### src/common/crop_cfg.svh
`ifndef CROP_CFG_SVH
`define CROP_CFG_SVH

`define CROP_W        12      // position counters and margins

`define KEY_TYPE_KBD  2'd3    // kbd_type of a keyboard event

`define KEY_BKSP      8'h41
`define KEY_UP        8'h4c
`define KEY_DOWN      8'h4d
`define KEY_RIGHT     8'h4e
`define KEY_LEFT      8'h4f
`define KEY_ALT_L     8'h64   // alt press codes
`define KEY_ALT_R     8'h65
`define KEY_ALT_L_UP  8'he4   // alt release codes
`define KEY_ALT_R_UP  8'he5

`define HSTEP         4       // pixels per left/right key
`define VSTEP         1       // lines per up/down key

`define HFORCE        8       // forced blank at both line ends
`define VFORCE        3       // forced blank lines at frame end
`define HLEAD         2       // soft hblank moves ahead of the edge
`define VLEAD         1       // soft vblank moves ahead of the edge

`endif

### src/common/crop_pkg.sv
`include "crop_cfg.svh"

package crop_pkg;

	// resolution of the source raster; code 3 runs at the 28 MHz rate too
	typedef enum logic [1:0] {
		res_lo  = 2'd0,
		res_hi  = 2'd1,
		res_shr = 2'd2
	} vres_t;

	typedef enum logic [2:0] {
		key_none,
		key_clear,
		key_up,
		key_down,
		key_left,
		key_right,
		key_alt_on,
		key_alt_off
	} key_op_t;

	typedef struct packed {
		logic [`CROP_W-1:0] hbl_l;   // left margin
		logic [`CROP_W-1:0] hbl_r;   // right margin
		logic [`CROP_W-1:0] vbl_t;   // top margin
		logic [`CROP_W-1:0] vbl_b;   // bottom margin
	} crop_margins_t;

	typedef struct packed {
		crop_margins_t      margins;
		logic [`CROP_W-1:0] hsize;
		logic [`CROP_W-1:0] vsize;
		vres_t              res;
		logic [6:0]         chg;     // steps on size or res change
	} screen_info_t;

endpackage

### src/hdl/crop_keys.sv
`include "crop_cfg.svh"

module crop_keys import crop_pkg::*; (
	input  logic          clk_sys,
	input  logic          reset,
	input  logic          kms_level,
	input  logic [1:0]    kbd_type,
	input  logic [7:0]    kbd_data,
	output crop_margins_t margins
);

	localparam logic [`CROP_W-1:0] HSTEP_C = `HSTEP;
	localparam logic [`CROP_W-1:0] VSTEP_C = `VSTEP;

	logic    old_level;
	logic    alt;          // right/bottom margins selected
	logic    key_event;
	key_op_t op;

	function automatic key_op_t decode_key(input logic [7:0] code);
		case (code)
			`KEY_BKSP:     decode_key = key_clear;
			`KEY_UP:       decode_key = key_up;
			`KEY_DOWN:     decode_key = key_down;
			`KEY_LEFT:     decode_key = key_left;
			`KEY_RIGHT:    decode_key = key_right;
			`KEY_ALT_L,
			`KEY_ALT_R:    decode_key = key_alt_on;
			`KEY_ALT_L_UP,
			`KEY_ALT_R_UP: decode_key = key_alt_off;
			default:       decode_key = key_none;
		endcase
	endfunction

	// a toggle of the level marks a new event
	assign key_event = (old_level ^ kms_level) && (kbd_type == `KEY_TYPE_KBD);
	assign op        = key_event ? decode_key(kbd_data) : key_none;

	always_ff @(posedge clk_sys or posedge reset) begin
		if (reset) begin
			old_level <= 1'b0;
			alt       <= 1'b0;
			margins   <= '0;
		end else begin
			old_level <= kms_level;
			case (op)
				key_clear: margins <= '0;
				key_up: begin
					if (alt) margins.vbl_b <= margins.vbl_b + VSTEP_C;
					else     margins.vbl_t <= margins.vbl_t + VSTEP_C;
				end
				key_down: begin
					if (alt) margins.vbl_b <= margins.vbl_b - VSTEP_C;
					else     margins.vbl_t <= margins.vbl_t - VSTEP_C;
				end
				key_left: begin
					if (alt) margins.hbl_r <= margins.hbl_r + HSTEP_C;
					else     margins.hbl_l <= margins.hbl_l + HSTEP_C;
				end
				key_right: begin
					if (alt) margins.hbl_r <= margins.hbl_r - HSTEP_C;
					else     margins.hbl_l <= margins.hbl_l - HSTEP_C;
				end
				key_alt_on:  alt <= 1'b1;
				key_alt_off: alt <= 1'b0;
				default: ;   // no event or unknown code
			endcase
		end
	end

endmodule

### src/blank_gen/hblank_gen.sv
`include "crop_cfg.svh"

module hblank_gen import crop_pkg::*; (
	input  logic               clk_sys,
	input  logic               reset,
	input  logic               hs,        // active low
	input  logic               hblank,
	input  crop_margins_t      margins,
	output logic               hbl,
	output logic [`CROP_W-1:0] hsize
);

	localparam logic [`CROP_W-1:0] HLEAD_C  = `HLEAD;
	localparam logic [`CROP_W-1:0] HFORCE_C = `HFORCE;

	logic [`CROP_W-1:0] hcnt;
	logic [`CROP_W-1:0] hend;     // pixel where hblank ends
	logic [`CROP_W-1:0] hsta;     // pixel where hblank starts
	logic [`CROP_W-1:0] hmax;     // line length
	logic               old_hs;
	logic               old_hblank;
	logic               shbl;     // soft blank from the margins
	logic               fhbl;     // forced blank at the line ends

	logic               blank_end;
	logic               blank_start;
	logic               hs_fall;
	logic [`CROP_W-1:0] soft_off;
	logic [`CROP_W-1:0] soft_on;
	logic [`CROP_W-1:0] force_on;

	assign blank_end   = old_hblank & ~hblank;
	assign blank_start = ~old_hblank & hblank;
	assign hs_fall     = old_hs & ~hs;

	// edges wrap at the counter width like the counter itself
	assign soft_off = hend + margins.hbl_l - HLEAD_C;
	assign soft_on  = hsta + margins.hbl_r - HLEAD_C;
	assign force_on = hmax - HFORCE_C;

	always_ff @(posedge clk_sys or posedge reset) begin
		if (reset) begin
			old_hs     <= 1'b1;
			old_hblank <= 1'b1;
			hcnt       <= '0;
			hend       <= '0;
			hsta       <= '0;
			hmax       <= '0;
			hsize      <= '0;
			shbl       <= 1'b1;
			fhbl       <= 1'b1;
		end else begin
			old_hs     <= hs;
			old_hblank <= hblank;

			if (!hs) hcnt <= '0;  // held at zero through sync
			else     hcnt <= hcnt + 1'b1;

			if (blank_end) hend <= hcnt;
			if (blank_start) begin
				hsta  <= hcnt;
				hsize <= hcnt - hend;   // active width of this line
			end
			if (hs_fall) hmax <= hcnt;

			if (hcnt == soft_off) shbl <= 1'b0;
			if (hcnt == soft_on)  shbl <= 1'b1;

			if (hcnt == HFORCE_C) fhbl <= 1'b0;
			if (hcnt == force_on) fhbl <= 1'b1;
		end
	end

	assign hbl = fhbl | shbl | ~hs;

endmodule

### src/blank_gen/vblank_gen.sv
`include "crop_cfg.svh"

module vblank_gen import crop_pkg::*; (
	input  logic               clk_sys,
	input  logic               reset,
	input  logic               hs,          // active low
	input  logic               vs,          // active low
	input  logic               vblank_in,
	input  logic               hbl,
	input  crop_margins_t      margins,
	output logic               vblank,
	output logic [`CROP_W-1:0] vsize,
	output logic               de
);

	localparam logic [`CROP_W-1:0] VLEAD_C  = `VLEAD;
	localparam logic [`CROP_W-1:0] VFORCE_C = `VFORCE;

	logic [`CROP_W-1:0] vcnt;
	logic [`CROP_W-1:0] vend;     // line where vblank ends
	logic [`CROP_W-1:0] vsta;     // line where vblank starts
	logic [`CROP_W-1:0] vmax;     // frame height
	logic               old_hs;
	logic               old_vs;
	logic               old_vblank;
	logic               old_hbl;
	logic               svbl;
	logic               fvbl;

	logic               hs_fall;
	logic               vs_fall;
	logic               line_start;   // end of the blanked part of a line
	logic [`CROP_W-1:0] soft_off;
	logic [`CROP_W-1:0] soft_on;
	logic [`CROP_W-1:0] force_on;

	assign vblank     = vblank_in | ~vs;
	assign hs_fall    = old_hs & ~hs;
	assign vs_fall    = old_vs & ~vs;
	assign line_start = old_hbl & ~hbl;

	assign soft_off = vend + margins.vbl_t - VLEAD_C;
	assign soft_on  = vsta + margins.vbl_b - VLEAD_C;
	assign force_on = vmax - VFORCE_C;

	always_ff @(posedge clk_sys or posedge reset) begin
		if (reset) begin
			old_hs     <= 1'b1;
			old_vs     <= 1'b1;
			old_vblank <= 1'b1;
			old_hbl    <= 1'b1;
			vcnt       <= '0;
			vend       <= '0;
			vsta       <= '0;
			vmax       <= '0;
			vsize      <= '0;
			svbl       <= 1'b1;
			fvbl       <= 1'b1;
			de         <= 1'b0;
		end else begin
			old_hs     <= hs;
			old_vs     <= vs;
			old_vblank <= vblank;
			old_hbl    <= hbl;

			if (!vs)         vcnt <= '0;
			else if (hs_fall) vcnt <= vcnt + 1'b1;

			if (old_vblank & ~vblank) vend <= vcnt;
			if (~old_vblank & vblank) begin
				vsta  <= vcnt;
				vsize <= vcnt - vend;   // current field only
			end
			if (vs_fall) vmax <= vcnt;

			// vertical blank only switches between lines
			if (line_start) begin
				if (vcnt == soft_off) svbl <= 1'b0;
				if (vcnt == soft_on)  svbl <= 1'b1;
				if (vcnt == 1)        fvbl <= 1'b0;
				if (vcnt == force_on) fvbl <= 1'b1;
			end

			de <= ~hbl & ~(svbl | fvbl);
		end
	end

endmodule

### src/hdl/screen_info.sv
`include "crop_cfg.svh"

module screen_info import crop_pkg::*; (
	input  logic               clk_sys,
	input  logic               reset,
	input  logic               vblank,
	input  crop_margins_t      margins,
	input  logic [`CROP_W-1:0] hsize,
	input  logic [`CROP_W-1:0] vsize,
	input  vres_t              res,
	output screen_info_t       scr
);

	logic vbl_d1;
	logic vbl_d2;
	logic latch;
	logic changed;

	// record is taken two cycles after vblank drops
	assign latch   = vbl_d2 & ~vbl_d1;
	assign changed = (scr.res != res) || (scr.hsize != hsize) || (scr.vsize != vsize);

	always_ff @(posedge clk_sys or posedge reset) begin
		if (reset) begin
			vbl_d1 <= 1'b0;
			vbl_d2 <= 1'b0;
			scr    <= '0;
		end else begin
			vbl_d1 <= vblank;
			vbl_d2 <= vbl_d1;
			if (latch) begin
				scr.margins <= margins;
				scr.hsize   <= hsize;
				scr.vsize   <= vsize;
				scr.res     <= res;
				if (changed) scr.chg <= scr.chg + 1'b1;   // wraps at 7 bits
			end
		end
	end

endmodule

### src/hdl/pix_ce_gen.sv
module pix_ce_gen import crop_pkg::*; (
	input  logic  clk_sys,
	input  logic  reset,
	input  logic  vs,            // active low
	input  vres_t res,
	input  logic  scandoubler,
	output logic  ce_pix
);

	logic       old_vs;
	logic [3:0] acc;
	logic [3:0] step;            // latched at frame start
	logic [3:0] new_step;
	logic [3:0] sum;

	always_comb begin
		new_step = 4'd4;                               // 28 MHz
		if (scandoubler && res == res_lo)      new_step = 4'd1;   // 7 MHz
		else if (scandoubler && res == res_hi) new_step = 4'd2;   // 14 MHz
	end

	assign sum = acc + step;

	always_ff @(posedge clk_sys or posedge reset) begin
		if (reset) begin
			old_vs <= 1'b1;
			acc    <= '0;
			step   <= 4'd1;
			ce_pix <= 1'b0;
		end else begin
			old_vs <= vs;
			if (old_vs & ~vs) begin
				acc    <= '0;
				step   <= new_step;
				ce_pix <= 1'b0;
			end else begin
				acc    <= {1'b0, sum[2:0]};   // drop the eight on a pulse
				ce_pix <= sum[3];
			end
		end
	end

endmodule

### src/hdl/video_crop_top.sv
`include "crop_cfg.svh"

module video_crop_top import crop_pkg::*; (
	input  logic         clk_sys,
	input  logic         reset,
	input  logic         hs,
	input  logic         vs,
	input  logic         hblank,
	input  logic         vblank_in,
	input  vres_t        res,
	input  logic         scandoubler,
	input  logic         kms_level,
	input  logic [1:0]   kbd_type,
	input  logic [7:0]   kbd_data,
	output logic         de,
	output logic         ce_pix,
	output screen_info_t scr
);

	crop_margins_t      margins;
	logic               hbl;
	logic               vblank;
	logic [`CROP_W-1:0] hsize;
	logic [`CROP_W-1:0] vsize;

	crop_keys u_keys (
		.clk_sys   (clk_sys),
		.reset     (reset),
		.kms_level (kms_level),
		.kbd_type  (kbd_type),
		.kbd_data  (kbd_data),
		.margins   (margins)
	);

	hblank_gen u_hblank (
		.clk_sys (clk_sys),
		.reset   (reset),
		.hs      (hs),
		.hblank  (hblank),
		.margins (margins),
		.hbl     (hbl),
		.hsize   (hsize)
	);

	vblank_gen u_vblank (
		.clk_sys   (clk_sys),
		.reset     (reset),
		.hs        (hs),
		.vs        (vs),
		.vblank_in (vblank_in),
		.hbl       (hbl),
		.margins   (margins),
		.vblank    (vblank),
		.vsize     (vsize),
		.de        (de)
	);

	screen_info u_scr (
		.clk_sys (clk_sys),
		.reset   (reset),
		.vblank  (vblank),
		.margins (margins),
		.hsize   (hsize),
		.vsize   (vsize),
		.res     (res),
		.scr     (scr)
	);

	pix_ce_gen u_ce (
		.clk_sys     (clk_sys),
		.reset       (reset),
		.vs          (vs),
		.res         (res),
		.scandoubler (scandoubler),
		.ce_pix      (ce_pix)
	);

endmodule

### config.mk
export PLATFORM = sky130hd
export DESIGN_NAME = video_crop_top
export DESIGN_NICKNAME = d
export VERILOG_FILES = /design/src/common/crop_pkg.sv /design/src/hdl/crop_keys.sv /design/src/blank_gen/hblank_gen.sv /design/src/blank_gen/vblank_gen.sv /design/src/hdl/screen_info.sv /design/src/hdl/pix_ce_gen.sv /design/src/hdl/video_crop_top.sv
export VERILOG_INCLUDE_DIRS = /design/src /design/src/common
export SDC_FILE = /design/constraint.sdc
export NUM_CORES = 1
export LEC_CHECK = 0
export BUFFER_PORTS_ARGS = -buffer_cell sky130_fd_sc_hd__buf_4
export CORE_ASPECT_RATIO = 1.25
export CORE_MARGIN = 4
export CORE_UTILIZATION = 50
export CTS_CLUSTER_DIAMETER = 50
export DETAILED_ROUTE_END_ITERATION = 10
export PLACE_DENSITY = 0.67
export SYNTH_ARGS = -nofsm -noshare
export SYNTH_HDL_FRONTEND = slang
export SYNTH_HIERARCHICAL = 1
export SYNTH_SLANG_ARGS = --single-unit
### constraint.sdc
create_clock -name clk_sys -period 4.3 [get_ports clk_sys]
set_input_delay 0.645 -clock clk_sys [delete_from_list [all_inputs] [get_ports clk_sys]]
set_output_delay 0.645 -clock clk_sys [all_outputs]
set_load 0.02 [all_outputs]
Word level (Yosys, flattened, before mapping):

Index checks and enable logic that the tools add are counted.

* register bits: 271
* word-level logic and storage cells: 174
* output and inout port bits: 83
* input port bits: 20

* $add $sub $neg: 24
* multiplexer cells: 28
* equality and inequality tests: 38
* bitwise operators: 23
* reduce and logical (&&, ||, !) cells: 22

Operators with widths (count)
* $pmux W24 S3: 2
* $mux W12: 11
* $eq A12 B12 Y1: 6
* $eq A8 B7 Y1 const B: 7
* $add A12 B1 Y12 const B: 4
* $add A12 B12 Y12: 4
* $sub A12 B1 Y12 const B: 4
* $sub A12 B2 Y12 const B: 3
* $add A12 B3 Y12 const B: 2
* $ne A12 B12 Y1: 2
* $sub A12 B12 Y12: 2
* $sub A12 B3 Y12 const B: 2
* $pmux W3 S7: 1
* $eq A8 B8 Y1 const B: 2
* $eq A12 B1 Y1 const B: 1
* $eq A12 B4 Y1 const B: 1
* $eq A3 B3 Y1 const B: 4
* $reduce_and A3 Y1: 4
* $sub A12 B4 Y12 const B: 1
* $ne A2 B1 Y1 const B: 5
* $reduce_bool A2 Y1: 5
* $and A1 B1 Y1: 9
* $mux W1: 9
* $mux W3: 3
* other kinds (19): 41

Depth between registers and ports, before layout:

* depth in word-level cells: 7
* mapped depth: 14
* mapped depth without buffers: 13

Hierarchy:

Netlist, hierarchy kept.

Modules (own cells, without submodules)
* vblank_gen: area an instance 5172.5 µm², seq. area each 1684.1 µm², instances 1, cells an instance 594
* hblank_gen: area an instance 5044.8 µm², seq. area each 1606.5 µm², instances 1, cells an instance 560
* crop_keys: area an instance 3664.8 µm², seq. area each 1151.1 µm², instances 1, cells an instance 421
* screen_info: area an instance 3384.5 µm², seq. area each 2077.0 µm², instances 1, cells an instance 219
* pix_ce_gen: area an instance 377.9 µm², seq. area each 202.7 µm², instances 1, cells an instance 28

Worst setup path before layout:

OpenSTA, ideal clock, no wires.

* kind: input port to flip-flop
* from: in kbd_data[7]
* to: reg, netlist name u_keys/margins[35]
* required time: 4179 ps
* slack: 669 ps
* path buffers: 1
* setup time: 121 ps
* cell stages on the path: 12
* data arrival time: 3510 ps
* cell sequence: and4bb_1 -> buf_4 -> nand4b_2 -> or3_1 -> inv_1 -> ha_1 -> a211oi_1 -> nor3_1 -> or2_2 -> a31o_2 -> o21ba_1 -> o22a_1

* word-level cells in the longest chain between the ends: 7
* elaborated cells on any way between the ends: 21
* those cells by class: eq/ne: 14; mux: 3; reduce/logical: 4

RTL lines
* start: declaration: line video_crop_top.sv:14 `input logic [7:0] kbd_data,`
* $eq A8 B8 Y1 / $eq A8 B7 Y1 (equally long branches): line crop_keys.sv:21 `case (code)`
* $reduce_or A2 Y1: line crop_keys.sv:21
* $pmux W3 S7 (*): line crop_keys.sv:21
* $mux W3 (*): line crop_keys.sv:37 `assign op = key_event ? decode_key(kbd_data) : key_none;`
* $eq A3 B3 Y1 / $eq A3 B1 Y1 (equally long branches): line crop_keys.sv:46 `case (op)`
* $ne A2 B1 Y1 (no source line) / $reduce_bool A3 Y1 (equally long branches)
* $reduce_and A3 Y1 (no source line)

Every way passes the cells marked *; elsewhere a longest branch is shown, timed or not.
A chain may end at the register's enable or synchronous reset.

Worst setup path after layout:

* from: reg u_keys.old_level
* to: reg, netlist name u_keys/margins[35]

* word-level cells in the longest chain between the ends: 6
* elaborated cells on any way between the ends: 11
* those cells by class: eq/ne: 5; mux: 2; bitwise: 1; reduce/logical: 3

RTL lines
* start: declaration: line crop_keys.sv:15 `logic old_level;`
* start signal: assignment: line crop_keys.sv:45 `old_level <= kms_level;`
* $xor A1 B1 Y1 (*): line crop_keys.sv:36 `` assign key_event = (old_level ^ kms_level) && (kbd_type == `KEY_TYPE_KBD); ``
* $logic_and A1 B1 Y1 (*): line crop_keys.sv:36
* $mux W3 (*): line crop_keys.sv:37
* $eq A3 B3 Y1 / $eq A3 B1 Y1 (equally long branches): line crop_keys.sv:46
* $ne A2 B1 Y1 (no source line) / $reduce_bool A3 Y1 (equally long branches)
* $reduce_and A3 Y1 (no source line)

Marked as above.

==> key figures <==
Run status
  – Status: finished clean

STA
  – Least-Margin Pin Slew: 1.15 ns
  – Clock skew: 0.0252 ns
  – Final setup vio count: 0
  – Final Max Tran Viols: 0
  – Max_slew headroom: 23.5%
  – Fin. Hold Viols: 0
  – Tmin final: 3.38 ns
  – Final period utilization: 78.7%
  – RSZ-0062 raised after global routing: no
  – Total Negative Setup Slacks: 0 ns
  – PnR worst setup slack: between 0.9 and 1 ns
  – Max Clk Rate: 296 MHz

Yosys
  – Number of synthesized flops with an enable pin: 0
  – Leading post-synthesis cells by cell area: dfrtp_1, ha_1, mux2_2, xnor2_1, inv_1
  – Yosys warning total: 6
  – Ys async rst share: between 90% and 100%
  – Post-synth cell types: between 90 and 100
  – Most common cell in the netlist: dfrtp_1
  – Main synth FF type: dfrtp_1
  – Post-Syn Instances: about 1.8k
  – Mapped Area: 0.0176 mm^2
  – Sequential area share after synthesis: between 30% and 40%
  – Synth cell count leaders: dfrtp_1, inv_1, ha_1, nand2_1, xnor2_1
  – Biggest area consumer among synthesized cells: dfrtp_1
  – Avg Inst Size Synth: 9.68 um^2
  – Top-area cell type share of the netlist area: 36.3%
  – Seq cells post-synth: 268

Worst hold path
  – HP Class: primary input to async pin

Global routing
  – Overall Global Routing Usage: 22.8%
  – First-pass GRT wire length: 70700 um
  – Gr ovfl total: 0
  – Largest net degree at the start of global routing: 61
  – Initial antenna violation count: 0
  – Vias in the first global route: around 14k

Clock tree
  – Max Root-Sink Buffers: 3
  – CTS tree: done
  – Clock Latency Late Sink: between 0.5 and 0.6 ns
  – TritonCTS Buffers: 31
  – Root Driver: clkbuf_16
  – Clock transition at path regs: 0.06 ns
  – Post-CTS setup buffer count: 0
  – Hold_buf cts: 0
  – CTS Sinks: 268
  – Cts repair resizes: 0
  – H-tree Lvls: 1

Finish
  – Ant diodes: 0
  – FF/Latch Area: approximately 0.0067 mm^2
  – Multi-input gate area: ~0.01 mm^2
  – Fill count: between 3k and 4k
  – Final #Nets: between 2k and 2.5k
  – Share of layout cells above drive strength 1: between 10% and 20%
  – Area Growth Syn to Fin: 12.6%

Pwr
  – Flop pwr share: 41.9%
  – Peak VDD IR: 0.260 mV
  – Int Power: roughly 5 mW
  – Lkg Pwr: 9.33 nW
  – Comb pwr share: 20.5%
  – Clock share of power: 37.7%
  – PwrDens: 359 mW/mm^2
  – Sw Ratio: 29.8%
  – Sw power: 2.13 mW

Setup path
  – Worst path bufs/invs: 2
  – Critical path arrival: 3.85 ns
  – CP Capture Type: register
  – Crit path required time: between 4 and 5 ns
  – Crit-path cells: xor2_1 -> nand2_1 -> or3_1 -> inv_1 -> buf_4 -> ha_1 -> nand4_1 -> nor3_1 -> or2_2 -> a31o_2 -> o21ba_1 -> o22a_1
  – Slowest-stage cell, CP: or3_1
  – Critical path type: register to register
  – Crit-path max cell delay: 0.47 ns
  – Max FO, Critical Path: 11
  – Critical Path Source Type: register
  – Largest delay share family, worst path: simple AND/OR/NAND/NOR gates

Route
  – Post-DRT Antenna Nets: 0
  – Drt pass-1 iters: 5
  – Vias: 13.3k
  – Drt total wl: 43000 um
  – Residual DRC: 0
  – Vias per Instance: 5.52
  – WL per Instance: 17.9 um
  – Initial DRC count: 638

Floorplan
  – Starting Density: 51.0%
  – Die extent in y: 218 um
  – Std cell rows: 76
  – Die area: 0.0384 mm^2
  – # IOs: between 100 and 150
  – Core area: roughly 0.035 mm^2
  – Die W: 176 um

Place
  – Post-Place Setup Slack: 0.400 ns
  – Port bufs: between 100 and 150
  – Detailed Place HPWL: 32000 um
  – GPL Wtd Cong: ~0.88

Job
  – Max-Cap Viols: 0
-- power groups by stage --
| stage | Combinational (mW) | Clock [mW] | Sequential, mW |
|---|---|---|---|
| 2_1_floorplan | 0.871 | 0 | 3.10 |
| 3_3_place_gp | 1.44 | 0 | 3.02 |
| 3_5_place_dp | 1.46 | 0 | 3.03 |
| 4_1_cts | 1.48 | 2.75 | 2.99 |
| 5_1_grt | 1.60 | 2.86 | 3.02 |
| 6_report | 1.46 | 2.68 | 2.98 |
-- layout make-up --
cell class	instances	area share (%)
Clock buffer	40	4.23
Clock inverter	18	1.01
Inverter	206	3.90
Multi-Input combinational cell	1286	49.7
Sequential cell	268	33.8
Tap cell	468	2.95
Timing Repair Buffer	116	4.38
-- sequential cells by signal, summed over array words and instances, names as in the netlist, 3 cells and up --
signal	flops
u_ce/acc	3
u_ce/step	3
u_hblank/hcnt	12
u_hblank/hend	12
u_hblank/hmax	12
u_hblank/hsize	12
u_hblank/hsta	12
u_keys/margins	44
u_scr/scr	81
u_vblank/vcnt	12
u_vblank/vend	12
u_vblank/vmax	12
u_vblank/vsize	12
u_vblank/vsta	12
-- per-stage QoR --
stage / cell area [um^2] / instances / utilization, % / power (mW) / hold WS (ns)
after floorplan: 17700 / 1825 / - / 3.97 / 0.366
after global placement: 18800 / 2344 / 54.4 / 4.46 / 0.424
after detailed placement: 18800 / 2344 / 54.4 / 4.49 / 0.433
after CTS: 19900 / 2402 / 57.4 / 7.21 / 0.0384
after global routing: 19900 / 2402 / 57.4 / 7.48 / 0.0530
final: 19900 / 2402 / 57.4 / 7.13 / 0.0603
-- per-layer routing --
layer	part of all wire (%)	up-vias	global-route usage [%]
met4	4.5	0	9.70
met5	0	-	0
met1	39	6479	25.9
met3	3.4	107	2.86
li1	-	6450	-
met2	53	220	42.6
-- cells by family (layout without fill, tap and decap cells) --
family	after synthesis	in the layout	synth area share [%]
simple gates	469	469	13.7
compound gates	319	319	11.7
buf+inv	271	380	6.07
flops	268	268	38.1
xor+xnor	208	208	10.5
fa+ha+maj	163	163	12.0
mux	123	123	7.87
other cells	1	4	0.0213
-- cell usage in the layout, fill, tap and decap left out, drive strengths merged, types with 16 or more instances in the layout --
cell type | synthesis | final
nand2 | 149 | 149
dfrtp | 256 | 256
clkbuf | 38 | 40
or3 | 19 | 19
nand4 | 26 | 26
inv | 206 | 208
xor2 | 65 | 65
nor2 | 69 | 69
mux2 | 123 | 123
and2 | 22 | 22
nand3 | 46 | 46
ha | 152 | 152
buf | 27 | 116
nor3 | 42 | 42
o21ai | 125 | 125
a21oi | 65 | 65
nor2b | 16 | 16
xnor2 | 143 | 143
-- path summary, 6_finish.rpt --
| check | slack (ns) | start | cells past startpoint | to |
|---|---|---|---|---|
| max | 0.92 | u_keys/old_level | 12 | u_keys/margins[35] |
| min | 0.06 | reset | 2 | u_ce/ce_pix |
| max reg2reg | 0.92 | u_keys/old_level | 12 | u_keys/margins[35] |
| min reg2reg | 0.44 | u_scr/vbl_d1 | 0 | u_scr/vbl_d2 |
| max in group asynchronous | 2.97 | reset | 3 | u_scr/scr[28] |
| min in group clk_sys | 0.17 | hblank | 1 | u_hblank/old_hblank |
(Power assumes the default switching activity.)
